## src/mem_defines.svh

```systemverilog
`ifndef MEM_DEFINES_SVH
`define MEM_DEFINES_SVH

// data and address width
`define XLEN 64

// RAM window, index wraps outside it
`define DRAM_BASE 64'h0000_0000_8000_0000
`define DRAM_WORDS 256
`define DRAM_IDX_W 8

// integer register file
`define REG_NUM 32

// major opcodes
`define OP_LOAD 7'b000_0011
`define OP_STORE 7'b010_0011
`define OP_IMM 7'b001_0011

`endif
```

## src/mem_pkg.sv

```systemverilog
`include "mem_defines.svh"

package mem_pkg;

	typedef struct packed {
		logic [11:0] imm12;
		logic [4:0] rs1;
		logic [2:0] funct3;
		logic [4:0] rd;
		logic [6:0] opcode;
	} i_fmt_t;

	typedef struct packed {
		logic [6:0] imm_hi;
		logic [4:0] rs2;
		logic [4:0] rs1;
		logic [2:0] funct3;
		logic [4:0] imm_lo;
		logic [6:0] opcode;
	} s_fmt_t;

	// same 32-bit word, view picked by opcode
	typedef union packed {
		i_fmt_t i_view; // loads, addi
		s_fmt_t s_view; // stores
	} instr_u;

	typedef struct packed {
		logic [`XLEN-1:0] pc;
		instr_u ins;
		logic [`XLEN-1:0] addr; // effective address or addi sum
		logic [`XLEN-1:0] store_data; // rs2 value
		logic reg_we;
		logic [4:0] rd;
	} ex_mem_t;

	typedef struct packed {
		logic [`XLEN-1:0] pc;
		instr_u ins;
		logic reg_we;
		logic [4:0] rd;
		logic [`XLEN-1:0] data;
	} mem_wb_t;

	typedef struct packed {
		logic we;
		logic [4:0] rd;
		logic [`XLEN-1:0] data;
	} bypass_t;

endpackage

```

## src/writeback_unit.sv

```systemverilog
`timescale 1ns/10ps
`include "mem_defines.svh"

module writeback_unit (
	input logic clk,
	input logic reset,
	input logic wb_valid,
	output logic wb_ready,
	input mem_pkg::mem_wb_t wb_in,
	input logic [4:0] rs1_idx,
	input logic [4:0] rs2_idx,
	output logic [`XLEN-1:0] rs1_rf,
	output logic [`XLEN-1:0] rs2_rf,
	output mem_pkg::bypass_t wb_bypass,
	output logic commit_valid,
	input logic commit_ready,
	output mem_pkg::mem_wb_t commit
);
	import mem_pkg::*;

	logic cm_valid;
	mem_wb_t rec;
	logic [`XLEN-1:0] rf [`REG_NUM];

	assign wb_ready = commit_ready | ~cm_valid;

	always_ff @(posedge clk) begin
		if (reset) begin
			cm_valid <= 1'b0;
		end else if (wb_ready) begin
			cm_valid <= wb_valid;
		end
		if (wb_valid && wb_ready)
			rec <= wb_in;
	end

	// architectural state is written when the record retires
	always_ff @(posedge clk) begin
		if (reset) begin
			for (int i = 0; i < `REG_NUM; i++)
				rf[i] <= '0;
		end else if (cm_valid && commit_ready && rec.reg_we) begin
			rf[rec.rd] <= rec.data;
		end
	end

	assign rs1_rf = (rs1_idx == 5'd0) ? '0 : rf[rs1_idx];
	assign rs2_rf = (rs2_idx == 5'd0) ? '0 : rf[rs2_idx];

	assign wb_bypass.we = cm_valid & rec.reg_we; // not yet in rf
	assign wb_bypass.rd = rec.rd;
	assign wb_bypass.data = rec.data;

	assign commit_valid = cm_valid;
	assign commit = rec;

endmodule

```

## config.mk

```make
export PLATFORM = sky130hd
export DESIGN_NAME = writeback_unit
export DESIGN_NICKNAME = d
export VERILOG_FILES = /design/src/mem_pkg.sv /design/src/writeback_unit.sv
export VERILOG_INCLUDE_DIRS = /design/src
export SDC_FILE = /design/constraint.sdc
export NUM_CORES = 2
export LEC_CHECK = 0
export BUFFER_PORTS_ARGS = -buffer_cell sky130_fd_sc_hd__buf_2
export CAP_MARGIN = 20
export CORE_UTILIZATION = 40
export CTS_CLUSTER_DIAMETER = 40
export DETAILED_ROUTE_END_ITERATION = 6
export PLACE_DENSITY = 0.61
export SYNTH_ARGS = -nofsm -noshare
export SYNTH_HDL_FRONTEND = slang
export SYNTH_SLANG_ARGS = --single-unit
export TNS_END_PERCENT = 20
```

## constraint.sdc

```tcl
create_clock -name clk -period 9.4 [get_ports clk]
set_clock_uncertainty 0.1 [all_clocks]
set_input_delay 1.88 -clock clk [delete_from_list [all_inputs] [get_ports clk]]
set_output_delay 1.88 -clock clk [all_outputs]
set_load 0.005 [all_outputs]
```

# After elaboration in Yosys (flattened, before gate mapping)
# Memory sizes are Yosys's and may differ from the RTL's.
# Index checks and enable logic that the tools add are counted.
# totals
wordCells	26
mem_bits_rw	2048
mem_count	1
inputBits	180
register_bits	167
out_inout_bits	366
# op_classes
bitwise	3
n_reduce_logical	6
n_mux	10
# mem_list
memory	depth	width	rd	rd_clocked_by_memory_dff	wr	line	text
rf	32	64	2	0	32	writeback_unit.sv:23	logic [`XLEN-1:0] rf [`REG_NUM];
# op_table
op	n
$mux 64	3
$reduce_or 64->1	1
$logic_not 5->1	2
$mux 1	6
$mux 5	1
$logic_and 1x1->1	3
$and 1x1->1	1
$not 1->1	1
$or 1x1->1	1

# Longest topological paths before layout
# depth
word_depth	7
depth_mapped	9
ltp_nobuf	4

# Worst setup path after synthesis
# OpenSTA, ideal clock, no wires.
# synth_path
kind	input port to flip-flop
start	in commit_ready
end	reg rec (netlist bit commit[0]), enable pin
path_stages	2
setup_time_ns	0.546
t_required_ns	8.754
path_buffers	0
arrival_time_ns	5.844
path_slack_ns	2.909
cell_sequence	nand2b_1 -> and2_1
# synth_between
elab_chain_len	2
# synth_rtl
element	line	text
start, declared	writeback_unit.sv:16	input logic commit_ready,
$or 1x1->1	writeback_unit.sv:25	assign wb_ready = commit_ready | ~cm_valid;
$logic_and 1x1->1	writeback_unit.sv:33	if (wb_valid && wb_ready)
end signal, assigned	writeback_unit.sv:34	rec <= wb_in;
end, declared	writeback_unit.sv:22	mem_wb_t rec;
# No other way between the ends.
# A chain may end at the register's enable or synchronous reset.

# Worst setup path in the final report
# layout_path
start	in rs2_idx[2]
end	out rs2_rf[56]
# layout_between
elab_chain_len	2
elab_cells_between_ends	3
cone_classes	mux: 1; reduce/logical: 1; memory: 1
# layout_rtl
element	line	text
start, declared	writeback_unit.sv:11	input logic [4:0] rs2_idx,
$mem_v2 32x64 / $logic_not 5->1 (equally long branches)	n/a	
$mux 64 *	writeback_unit.sv:48	assign rs2_rf = (rs2_idx == 5'd0) ? '0 : rf[rs2_idx];
end, declared	writeback_unit.sv:13	output logic [`XLEN-1:0] rs2_rf,
# Mark *: on every way between the ends. The rest lies on a longest branch, timed or not.

==> qor.yml <==
status: "complete, no violations"
setup_viol: 0
tns_ps: 0
hold_violations: 0
wl_met2_um: 205000
cts_made_buffers: 396
cts_resized: 0
ys_seq_area_frac: 0.583
die_h_um: 536
cellInternalPower_mw: 21.5
crit_fanout: 44
synth-edff-count: 2214
clkTransAtPathRegs_ps: 50
ys_warn_count: 0
drc: 0
critPathLaunchType: "input pin"
pwr-share-clk: 0.516
power_switching_mw: 7.25
die_w_um: 536
maxCapViolations: 0
hp-start: "commit_valid"
relSlewSlack: 0.106
antenna_found_initial: 61
post-place-ws_ps: 2090
rows: 195
antenna_left: 0
fin_util: 0.476
coreArea_mm2: 0.283
async_flop_share: 0
drive_gt1_frac: 0.325
whs_ps: 543
cpMostUsedCell: "buf_4"
cp_cell_sequence: "buf_4 > and2_4 > buf_4 > a22o_1 > a211oi_1 > a211oi_1 > buf_4 > buf_2"
seqPwrFrac: 0.398
dieArea_mm2: 0.287
slew_violations: 0
synth.distinct_cells: 44
ys.flop_type: "edfxtp_1"
cts_hold_buf: 0
cts_root_buffer: "clkbuf_16"
fin_crit_ps: 7450
m1WireLength_um: 157000
path_class: "in2out"
vias: 76100
critical_path.slowest_cell: "and2_4"
hpwl_um: 246000
met3_length_um: 60100
grt_pass1_vias: 75300
cpPeakStageDelay_ps: 970
synth_area_mm2: 0.114
totalWireLength_um: 449000
cts_buffer_depth: 4
io_buffers: 545
start_util: 0.403
cts_tree: "yes"
fin_total_pwr_mw: 28.7
reg2reg_from: "commit[64]"
grt_use_total: 0.308
clk_latency_ps: 970
synth_fp_nets: 7496
grt_pass1_wl_um: 610000
avgRoutedWirePerCell_um: 38.1
postCtsSetupBuffers: 0
period_share: 0.792
nFillCells: 24000
startpoint: "rs2_idx[2]"
hp-class: "reg2reg"
htree_levels: 5
worst_pin_slew_ps: 1340
max_freq_mhz: 134
nets: 7832
ir_worst_vdd_mv: 0.153
switching_share: 0.252
ys_seq_elements: 2215
syn_inst: 7316
rsz0062_at_grt: "false"
drt_first_pass_iters: 6
area_delta_synth_final_pct: 18.0
overflow: 0
synth.avg_cell_area_um2: 15.6
p_leak_nw: 49.8
grt_max_degree: 119
drt_iter0_markers: 12900
arrival_ps: 5470
worstSetupEndpointType: "output port"
combPwrFrac: 0.086
critPathBufInv: 4
critical-path-top-delay-family: "buffers and inverters"
p_per_area_mw_per_mm2: 213
cts.sinks: 2215
worstPathRequired_ps: 7420
io_pins: 546
avgViaCountPerCell: 6.47
globalplace.congestion: 0.868
finalWorstSetupSlack_ps: 1950
routed.top_layer: "met5"
## cells by family after synthesis
group	Yosys count	share of synthesized area
AOI/OAI and AO/OA	526	0.0335
buffers and inverters	869	0.0337
and+or+nand+nor	2299	0.124
DFF	2215	0.583
muxes	1407	0.226
## cells in the final DEF, fill, tap and decap left out, types with 34 or more instances in the layout
master	netlist	routed
buf_2	131	538
buf_12	0	39
a211oi_1	111	110
o221ai_1	39	39
edfxtp_1	2214	2214
inv_6	0	34
a22oi_1	40	40
and2_1	2052	2050
buf_4	107	206
clkinvlp_4	0	49
nand2_1	47	45
a21oi_1	36	35
mux4_2	925	925
o22ai_1	148	148
clkbuf_16	0	399
clkinv_1	0	48
bufinv_16	0	53
or2_2	80	48
a22o_1	41	41
mux2i_1	400	400
mux2_2	82	82
a31oi_1	54	52
clkinv_2	0	60
## metrics by stage
stage / cells / cell area (um^2)
floorplan: 7316 / 114000
global placement: 11000 / 120000
detailed placement: 11000 / 120000
CTS: 11700 / 134000
global route: 11700 / 135000
finish: 11800 / 135000
## routing by layer
metal  GRT usage  vias to the layer above
met1       0.390                    39400
met2       0.480                     6409
met3      0.0848                     1281
met5           0                        -
li1            -                    29000
met4       0.167                       26
## synthesized netlist by cell type, types with 36 or more instances
| cell type | number | area share |
|---|---|---|
| and2_1 | 2052 | 0.11 |
| or2_2 | 80 | 0.0044 |
| mux2i_1 | 400 | 0.035 |
| a22o_1 | 41 | 0.0031 |
| a21oi_1 | 36 | 0.0016 |
| clkbuf_1 | 587 | 0.019 |
| a31oi_1 | 54 | 0.0030 |
| o22ai_1 | 148 | 0.0081 |
| nor2_1 | 45 | 0.0015 |
| buf_1 | 36 | 0.0012 |
| buf_2 | 131 | 0.0057 |
| o221ai_1 | 39 | 0.0030 |
| mux4_2 | 925 | 0.18 |
| edfxtp_1 | 2214 | 0.58 |
| a211oi_1 | 111 | 0.0073 |
| a22oi_1 | 40 | 0.0026 |
| buf_4 | 107 | 0.0070 |
| mux2_2 | 82 | 0.0081 |
| nand2_1 | 47 | 0.0015 |
## power groups by stage
| stage | sequential (mW) | combinational, mW | clock, mW |
|---|---|---|---|
| 3_3_place_gp | 11.6 | 2.37 | 0 |
| 3_5_place_dp | 11.6 | 2.39 | 0 |
| 4_1_cts | 11.5 | 2.39 | 14.9 |
| 2_1_floorplan | 11.5 | 1.38 | 0 |
| 6_report | 11.4 | 2.47 | 14.8 |
| 5_1_grt | 11.5 | 2.52 | 15.3 |
## state kept, by name, summed over array words and instances (netlist names)
register and flops:
commit_valid 1, rf 2048, commit 166
## worst min-delay path, delay by kind of cell, from the launching register on
family | cells | cell delay (ps)
AOI/OAI and AO/OA | 1 | 80
and+or+nand+nor | 1 | 160
DFF | 1 | 350
## final cells by class
type	count	area, um^2	share of cell area
sequential	2215	66500	0.494
multi-input combinational	4232	44100	0.328
clock buffer	430	10100	0.0750
timing repair buffer	802	5450	0.0405
tap	3743	4680	0.0348
clock inverter	306	3640	0.0270
antenna	28	70.1	0.000521
inverter	5	18.8	0.000139
## final timing paths
| kind | end | slack [ps] | depth (start not counted) |
|---|---|---|---|
| worst max-delay path | rs2_rf[56] | 1950 | 8 |
| worst min-delay path | commit_valid | 540 | 2 |
| worst max register to register | rf[12][25] | 4590 | 5 |
| worst min register to register | commit_valid | 540 | 2 |
(Power assumes the default switching activity.)
