[src/mem_defines.svh]
`ifndef MEM_DEFINES_SVH
`define MEM_DEFINES_SVH

// data and address width
`define XLEN 64

// RAM window, index wraps outside it
`define DRAM_BASE 64'h0000_0000_8000_0000
`define DRAM_WORDS 256
`define DRAM_IDX_W 8

// integer register file
`define REG_NUM 32

// major opcodes
`define OP_LOAD 7'b000_0011
`define OP_STORE 7'b010_0011
`define OP_IMM 7'b001_0011

`endif
[src/mem_pkg.sv]
`include "mem_defines.svh"

package mem_pkg;

	typedef struct packed {
		logic [11:0] imm12;
		logic [4:0] rs1;
		logic [2:0] funct3;
		logic [4:0] rd;
		logic [6:0] opcode;
	} i_fmt_t;

	typedef struct packed {
		logic [6:0] imm_hi;
		logic [4:0] rs2;
		logic [4:0] rs1;
		logic [2:0] funct3;
		logic [4:0] imm_lo;
		logic [6:0] opcode;
	} s_fmt_t;

	// same 32-bit word, view picked by opcode
	typedef union packed {
		i_fmt_t i_view; // loads, addi
		s_fmt_t s_view; // stores
	} instr_u;

	typedef struct packed {
		logic [`XLEN-1:0] pc;
		instr_u ins;
		logic [`XLEN-1:0] addr; // effective address or addi sum
		logic [`XLEN-1:0] store_data; // rs2 value
		logic reg_we;
		logic [4:0] rd;
	} ex_mem_t;

	typedef struct packed {
		logic [`XLEN-1:0] pc;
		instr_u ins;
		logic reg_we;
		logic [4:0] rd;
		logic [`XLEN-1:0] data;
	} mem_wb_t;

	typedef struct packed {
		logic we;
		logic [4:0] rd;
		logic [`XLEN-1:0] data;
	} bypass_t;

endpackage

[src/agu_stage.sv]
`timescale 1ns/10ps
`include "mem_defines.svh"

module agu_stage (
	input logic clk,
	input logic reset,
	input logic in_valid,
	output logic in_ready,
	input logic [`XLEN-1:0] in_pc,
	input mem_pkg::instr_u in_ins,
	output logic [4:0] rs1_idx,
	output logic [4:0] rs2_idx,
	input logic [`XLEN-1:0] rs1_rf,
	input logic [`XLEN-1:0] rs2_rf,
	input mem_pkg::bypass_t mem_bypass,
	input mem_pkg::bypass_t wb_bypass,
	output logic ex_valid,
	input logic ex_ready,
	output mem_pkg::ex_mem_t ex_out
);
	import mem_pkg::*;

	logic ag_valid;
	logic [`XLEN-1:0] ag_pc;
	instr_u ag_ins;
	logic [6:0] opcode;
	logic [`XLEN-1:0] imm;
	logic [`XLEN-1:0] rs1_val;
	logic [`XLEN-1:0] rs2_val;

	// youngest producer wins
	function automatic logic [`XLEN-1:0] pick_operand(input logic [4:0] idx,
		input logic [`XLEN-1:0] rf_val, input bypass_t mb, input bypass_t wb);
		if (mb.we && mb.rd == idx)
			return mb.data;
		else if (wb.we && wb.rd == idx)
			return wb.data;
		return rf_val;
	endfunction

	assign in_ready = ex_ready | ~ag_valid;

	always_ff @(posedge clk) begin
		if (reset) begin
			ag_valid <= 1'b0;
		end else if (in_ready) begin
			ag_valid <= in_valid;
		end
		if (in_valid && in_ready) begin
			ag_pc <= in_pc;
			ag_ins <= in_ins;
		end
	end

	assign opcode = ag_ins.i_view.opcode;
	assign rs1_idx = ag_ins.i_view.rs1; // same bits in both views
	assign rs2_idx = ag_ins.s_view.rs2;

	always_comb begin
		if (opcode == `OP_STORE)
			imm = {{(`XLEN-12){ag_ins.s_view.imm_hi[6]}}, ag_ins.s_view.imm_hi,
				ag_ins.s_view.imm_lo};
		else
			imm = {{(`XLEN-12){ag_ins.i_view.imm12[11]}}, ag_ins.i_view.imm12};
	end

	assign rs1_val = pick_operand(rs1_idx, rs1_rf, mem_bypass, wb_bypass);
	assign rs2_val = pick_operand(rs2_idx, rs2_rf, mem_bypass, wb_bypass);

	assign ex_valid = ag_valid;
	assign ex_out.pc = ag_pc;
	assign ex_out.ins = ag_ins;
	assign ex_out.addr = rs1_val + imm;
	assign ex_out.store_data = rs2_val;
	assign ex_out.reg_we = (opcode == `OP_LOAD || opcode == `OP_IMM)
		&& ag_ins.i_view.rd != 5'd0; // x0 never written
	assign ex_out.rd = ag_ins.i_view.rd;

endmodule

[config.mk]
export PLATFORM = sky130hd
export DESIGN_NAME = agu_stage
export DESIGN_NICKNAME = d
export VERILOG_FILES = /design/src/mem_pkg.sv /design/src/agu_stage.sv
export VERILOG_INCLUDE_DIRS = /design/src
export SDC_FILE = /design/constraint.sdc
export NUM_CORES = 1
export LEC_CHECK = 0
export BUFFER_PORTS_ARGS = -buffer_cell sky130_fd_sc_hd__buf_2
export CORE_AREA = 2 2 240 242
export DETAILED_ROUTE_END_ITERATION = 16
export DIE_AREA = 0 0 242 244
export HOLD_SLACK_MARGIN = 0.08
export PLACE_DENSITY = 0.45
export SLEW_MARGIN = 15
export SYNTH_ARGS = -nofsm -noshare
export SYNTH_HDL_FRONTEND = slang
export SYNTH_SLANG_ARGS = --single-unit
export TNS_END_PERCENT = 100
[constraint.sdc]
create_clock -name clk -period 4.1 [get_ports clk]
set_clock_uncertainty 0.05 [all_clocks]
set_input_delay 0.205 -clock clk [delete_from_list [all_inputs] [get_ports clk]]
set_output_delay 0.205 -clock clk [all_outputs]
set_load 0.02 [all_outputs]
## Word-level counts from Yosys, hierarchy flattened

Index checks and enable logic that the tools add are counted.

| operators by class | value |
|---|---|
| eq/ne operators | 7 |
| muxes and demuxes | 11 |
| add/subtract/negate cells | 1 |
| reductions and logical operators | 8 |
| bitwise gates (word level) | 2 |

Operator list:

| cell | number |
|---|---|
| $mux W64 | 6 |
| $add A64 B64 Y64 | 1 |
| $eq A5 B5 Y1 | 4 |
| $eq A7 B2 Y1 const B | 1 |
| $eq A7 B5 Y1 const B | 1 |
| $eq A7 B6 Y1 const B | 1 |
| $logic_and A1 B1 Y1 | 6 |
| $mux W5 | 1 |
| $reduce_bool A5 Y1 | 1 |
| $mux W1 | 4 |
| $logic_or A1 B1 Y1 | 1 |
| $not A1 Y1 | 1 |
| $or A1 B1 Y1 | 1 |

| storage, ports and cells | value |
|---|---|
| word-level logic and storage cells | 32 |
| bits in registers | 97 |
| output and inout bits | 242 |

## Longest topological paths before layout

| depth | value |
|---|---|
| depth after elaboration | 6 |
| gate-level depth with buffers | 19 |

## Least setup slack after synthesis

No wires, ideal clock.

| timing path | value |
|---|---|
| path type | register -> output |
| start | reg ag_ins[16] (netlist name) |
| end | out ex_out[133] (netlist name) |
| data arrival time | 4.642 ns |
| stages on the path, launching flop included | 18 |
| slack | -0.797 ns |
| required time | 3.845 ns |
| cell sequence | edfxtp_1 -> xor2_1 -> nor4_1 -> and3_1 -> buf_4 -> buf_1 -> mux2i_1 -> o21ai_0 -> ha_1 -> a21o_1 -> a21oi_1 -> a211oi_2 -> o2111ai_1 -> a211oi_2 -> o21ai_2 -> a21oi_1 -> mux2i_1 -> a2111oi_1 |

RTL lines:

| item | line | text |
|---|---|---|
| start, declared | agu_stage.sv:25 | `instr_u ag_ins;` |
| start signal, assigned | agu_stage.sv:51 | `ag_ins <= in_ins;` |
| end, declared | agu_stage.sv:19 | `output mem_pkg::ex_mem_t ex_out` |

==> out/results.ini <==
[critical_path]
worstPathRequired_ns=3.85
endpoint_kind=primary output
reg2reg_depth=3
worstPathMaxFanout=6
endpoint=ex_out[125]
path_class=reg -> out
r2r_slack_ns=2.22
cp-start-kind=flop
crit_arrival_ns=4.74
r2r_end=ag_pc[50]$_DFFE_PP_
startpoint=ag_ins[17]$_DFFE_PP_
r2r-start=ex_valid$_SDFFE_PP0N_

[status]
outcome=finished, violations left
violations=setup timing

[cts]
cts_tree=built
cts_sinks=97
clk_pin_slew_ns=0.07
clockBufferDepth=2
cts_root_buf=clkbuf_16
h-tree-depth=3
cts_buffers=9
clock_latency_ns=0.36

[timing]
slew_viol_final=0
period_share=1.22
finalCriticalPeriod_ns=5.00
worstMarginPinSlew_ns=0.747
relSlewSlack=0.502
clock.fmax_ghz=0.200
rsz0062_at_grt=yes
setup_slack_ns=-0.898
hold_violations=0
holdWs_ns=0.499
setup_viol=53

[synthesis]
synth_cell_types=62
synth.avg_cell_area_um2=8.58
async_flop_share=0
postSynthCellCount=1137
synthTopCellsByArea=edfxtp_1, mux2i_1, ha_1
yosys-top-cells-count=nand2_1, o21ai_0, mux2i_1
syn-num-nets=1575
yosysMostFrequentCell=nand2_1
synth-edff-count=96
synth-seq-cells=97
yosysWarnings=0
synth_top_area_frac=0.295
synth_top_area_cell=edfxtp_1
yosysSeqAreaShare=0.298
synth-main-ff-cell=edfxtp_1
netlist_area_mm2=0.00976

[layout]
drive_gt1_frac=0.561
fin_area_mm2=0.0197
fin_util=0.350
nNetsFinal=2621
area_growth_pct=101

[pwr]
p_int_uw=3130
finalPower_uw=5180
p_leak_uw=0.00870
peakVddDrop_v=0.000379
p_per_area_mw_per_mm2=263
p_seq_frac=0.229
swShare=0.396
p_sw_uw=2050
pwr-share-clk=0.163
p_comb_frac=0.608

[floorplanning]
boundaryPins=610
fp.coreArea_mm2=0.0562
dieArea_mm2=0.0590
fp.dieW_um=242
start_util=0.174
row_count=87
die_h_um=244

[placement]
port_buffers=609
place_hpwl_mm=49.1
post-place-ws_ns=-1.25
gp_congestion=0.937
postPlaceCellArea_mm2=0.0162

[flow_run]
drv_cap=0

[drt]
vias_per_cell=4.34
drt_iter0_drc=435
dr.pass1.iters=4
num_vias=12782
drc=0
wl_per_cell_um=20.0
ant_nets=0
wl_mm=59.0

[global_route]
track_usage=0.189
gr-total-overflow=0
grt_pass1_vias=13449
antenna_found_initial=13
grt_max_degree=58
grt_pass1_wl_mm=84.5

[worst_hold_path]
hp-class=in -> reg
min_from=in_valid

kinds of logic (layout without fill, tap and decap cells):
group	after synthesis	in the layout	synth area share
buf+inv	89	1139	0.0435
compound gates	347	347	0.212
flops	97	97	0.298
other cells	0	5	0
simple gates	321	321	0.147
fa+ha+maj	70	70	0.0905
xor+xnor	79	79	0.0709
mux	134	134	0.138
per-stage QoR:
step	setup TNS (ns)	instances
6_report	-31.38	2948
4_1_cts	-35.47	2923
3_3_place_gp	-34.86	2761
3_5_place_dp	-33.75	2761
2_1_floorplan	-0.391	1137
5_1_grt	-47.87	2946
state kept, by name, indices dropped and copies added, names as in the netlist:
name / flops
ag_ins: 32
ag_pc: 64
ex_valid: 1
area by class of cell:
class / instances / area (µm²)
clock buffer: 11 / 233
multi-input combinational: 951 / 7770
clock inverter: 4 / 52.6
sequential: 97 / 2900
antenna: 5 / 12.5
fill: 5939 / 36500
inverter: 12 / 45.0
timing repair buffer: 1112 / 7700
tap: 756 / 946
cell usage in the layout (no fill, tap or decap), drive strengths merged, types with 4 or more instances in the layout:
cell type,synthesis,final
or3,4,4
a21oi,77,77
a221oi,6,6
nand2,179,179
clkbuf,42,12
o21ai,170,170
xnor2,42,42
nor2,45,45
and2,6,6
mux2i,129,129
mux2,5,5
ha,69,69
nand4,19,19
nor3,14,14
and3,9,9
nand2b,9,9
nor4,9,9
dlygate4sd3,0,98
xor2,37,37
a21o,37,37
a2111oi,4,4
edfxtp,96,96
a211oi,11,11
nor2b,8,8
inv,12,14
diode,0,5
nand3,9,9
a21boi,4,4
buf,35,1011
o21a,6,6
o21bai,10,10
metal layers:
| layer | up-vias | global-route usage | routed length, µm |
|---|---|---|---|
| met5 | - | 0 | 8 |
| met4 | 2 | 0.0421 | 1070 |
| met3 | 44 | 0.0386 | 3380 |
| met2 | 419 | 0.362 | 31200 |
| met1 | 6048 | 0.215 | 23300 |
| li1 | 6269 | - | - |
worst min path at each step:
| stage | cells past startpoint | endpoint | slack [ns] |
|---|---|---|---|
| 3_3_place_gp | 2 | ex_valid$_SDFFE_PP0N_ | 0.31 |
| 5_1_grt | 2 | ag_pc[21]$_DFFE_PP_ | 0.51 |
| 3_5_place_dp | 2 | ex_valid$_SDFFE_PP0N_ | 0.32 |
| 6_report | 2 | ag_ins[25]$_DFFE_PP_ | 0.50 |
| 2_1_floorplan | 1 | ex_valid$_SDFFE_PP0N_ | 0.22 |
| 4_1_cts | 2 | ag_pc[32]$_DFFE_PP_ | 0.48 |
worst max-delay path, cell delays in order, from the launching register on:
cell	delay, ns
edfxtp_1	0.40
buf_4	0.16
xor2_1	0.16
nor4_2	0.29
and3_4	0.25
buf_12	0.12
buf_8	0.13
buf_12	0.13
buf_12	0.11
buf_6	0.09
nand2_1	0.04
o21ai_1	0.08
ha_1	0.18
nand4_1	0.18
nor4_2	0.33
buf_4	0.17
buf_4	0.09
inv_1	0.05
o221ai_4	0.21
o21ai_4	0.12
a2111oi_4	0.44
nor4_2	0.11
a311oi_2	0.30
buf_4	0.21
power by group through the flow:
stage	Sequential (µW)	Combinational, µW	Clock (µW)
final	1190	3150	842
after global routing	1190	3360	884
after CTS	1190	3060	863
after detailed placement	1210	2530	0
after global placement	1210	2530	0
after floorplan	1290	1160	0
timing repair:
action                                  4_1_cts  5_1_grt
endpoints found under the setup margin       56       58
hold endpoints to repair                     97        0
hold buffers                                 98        0
setup buffers                                52       26
pin swaps                                    91       79
gates resized for setup                     298       88
gates cloned                                  3        1
Note: power is estimated with default switching activity, not from simulation.
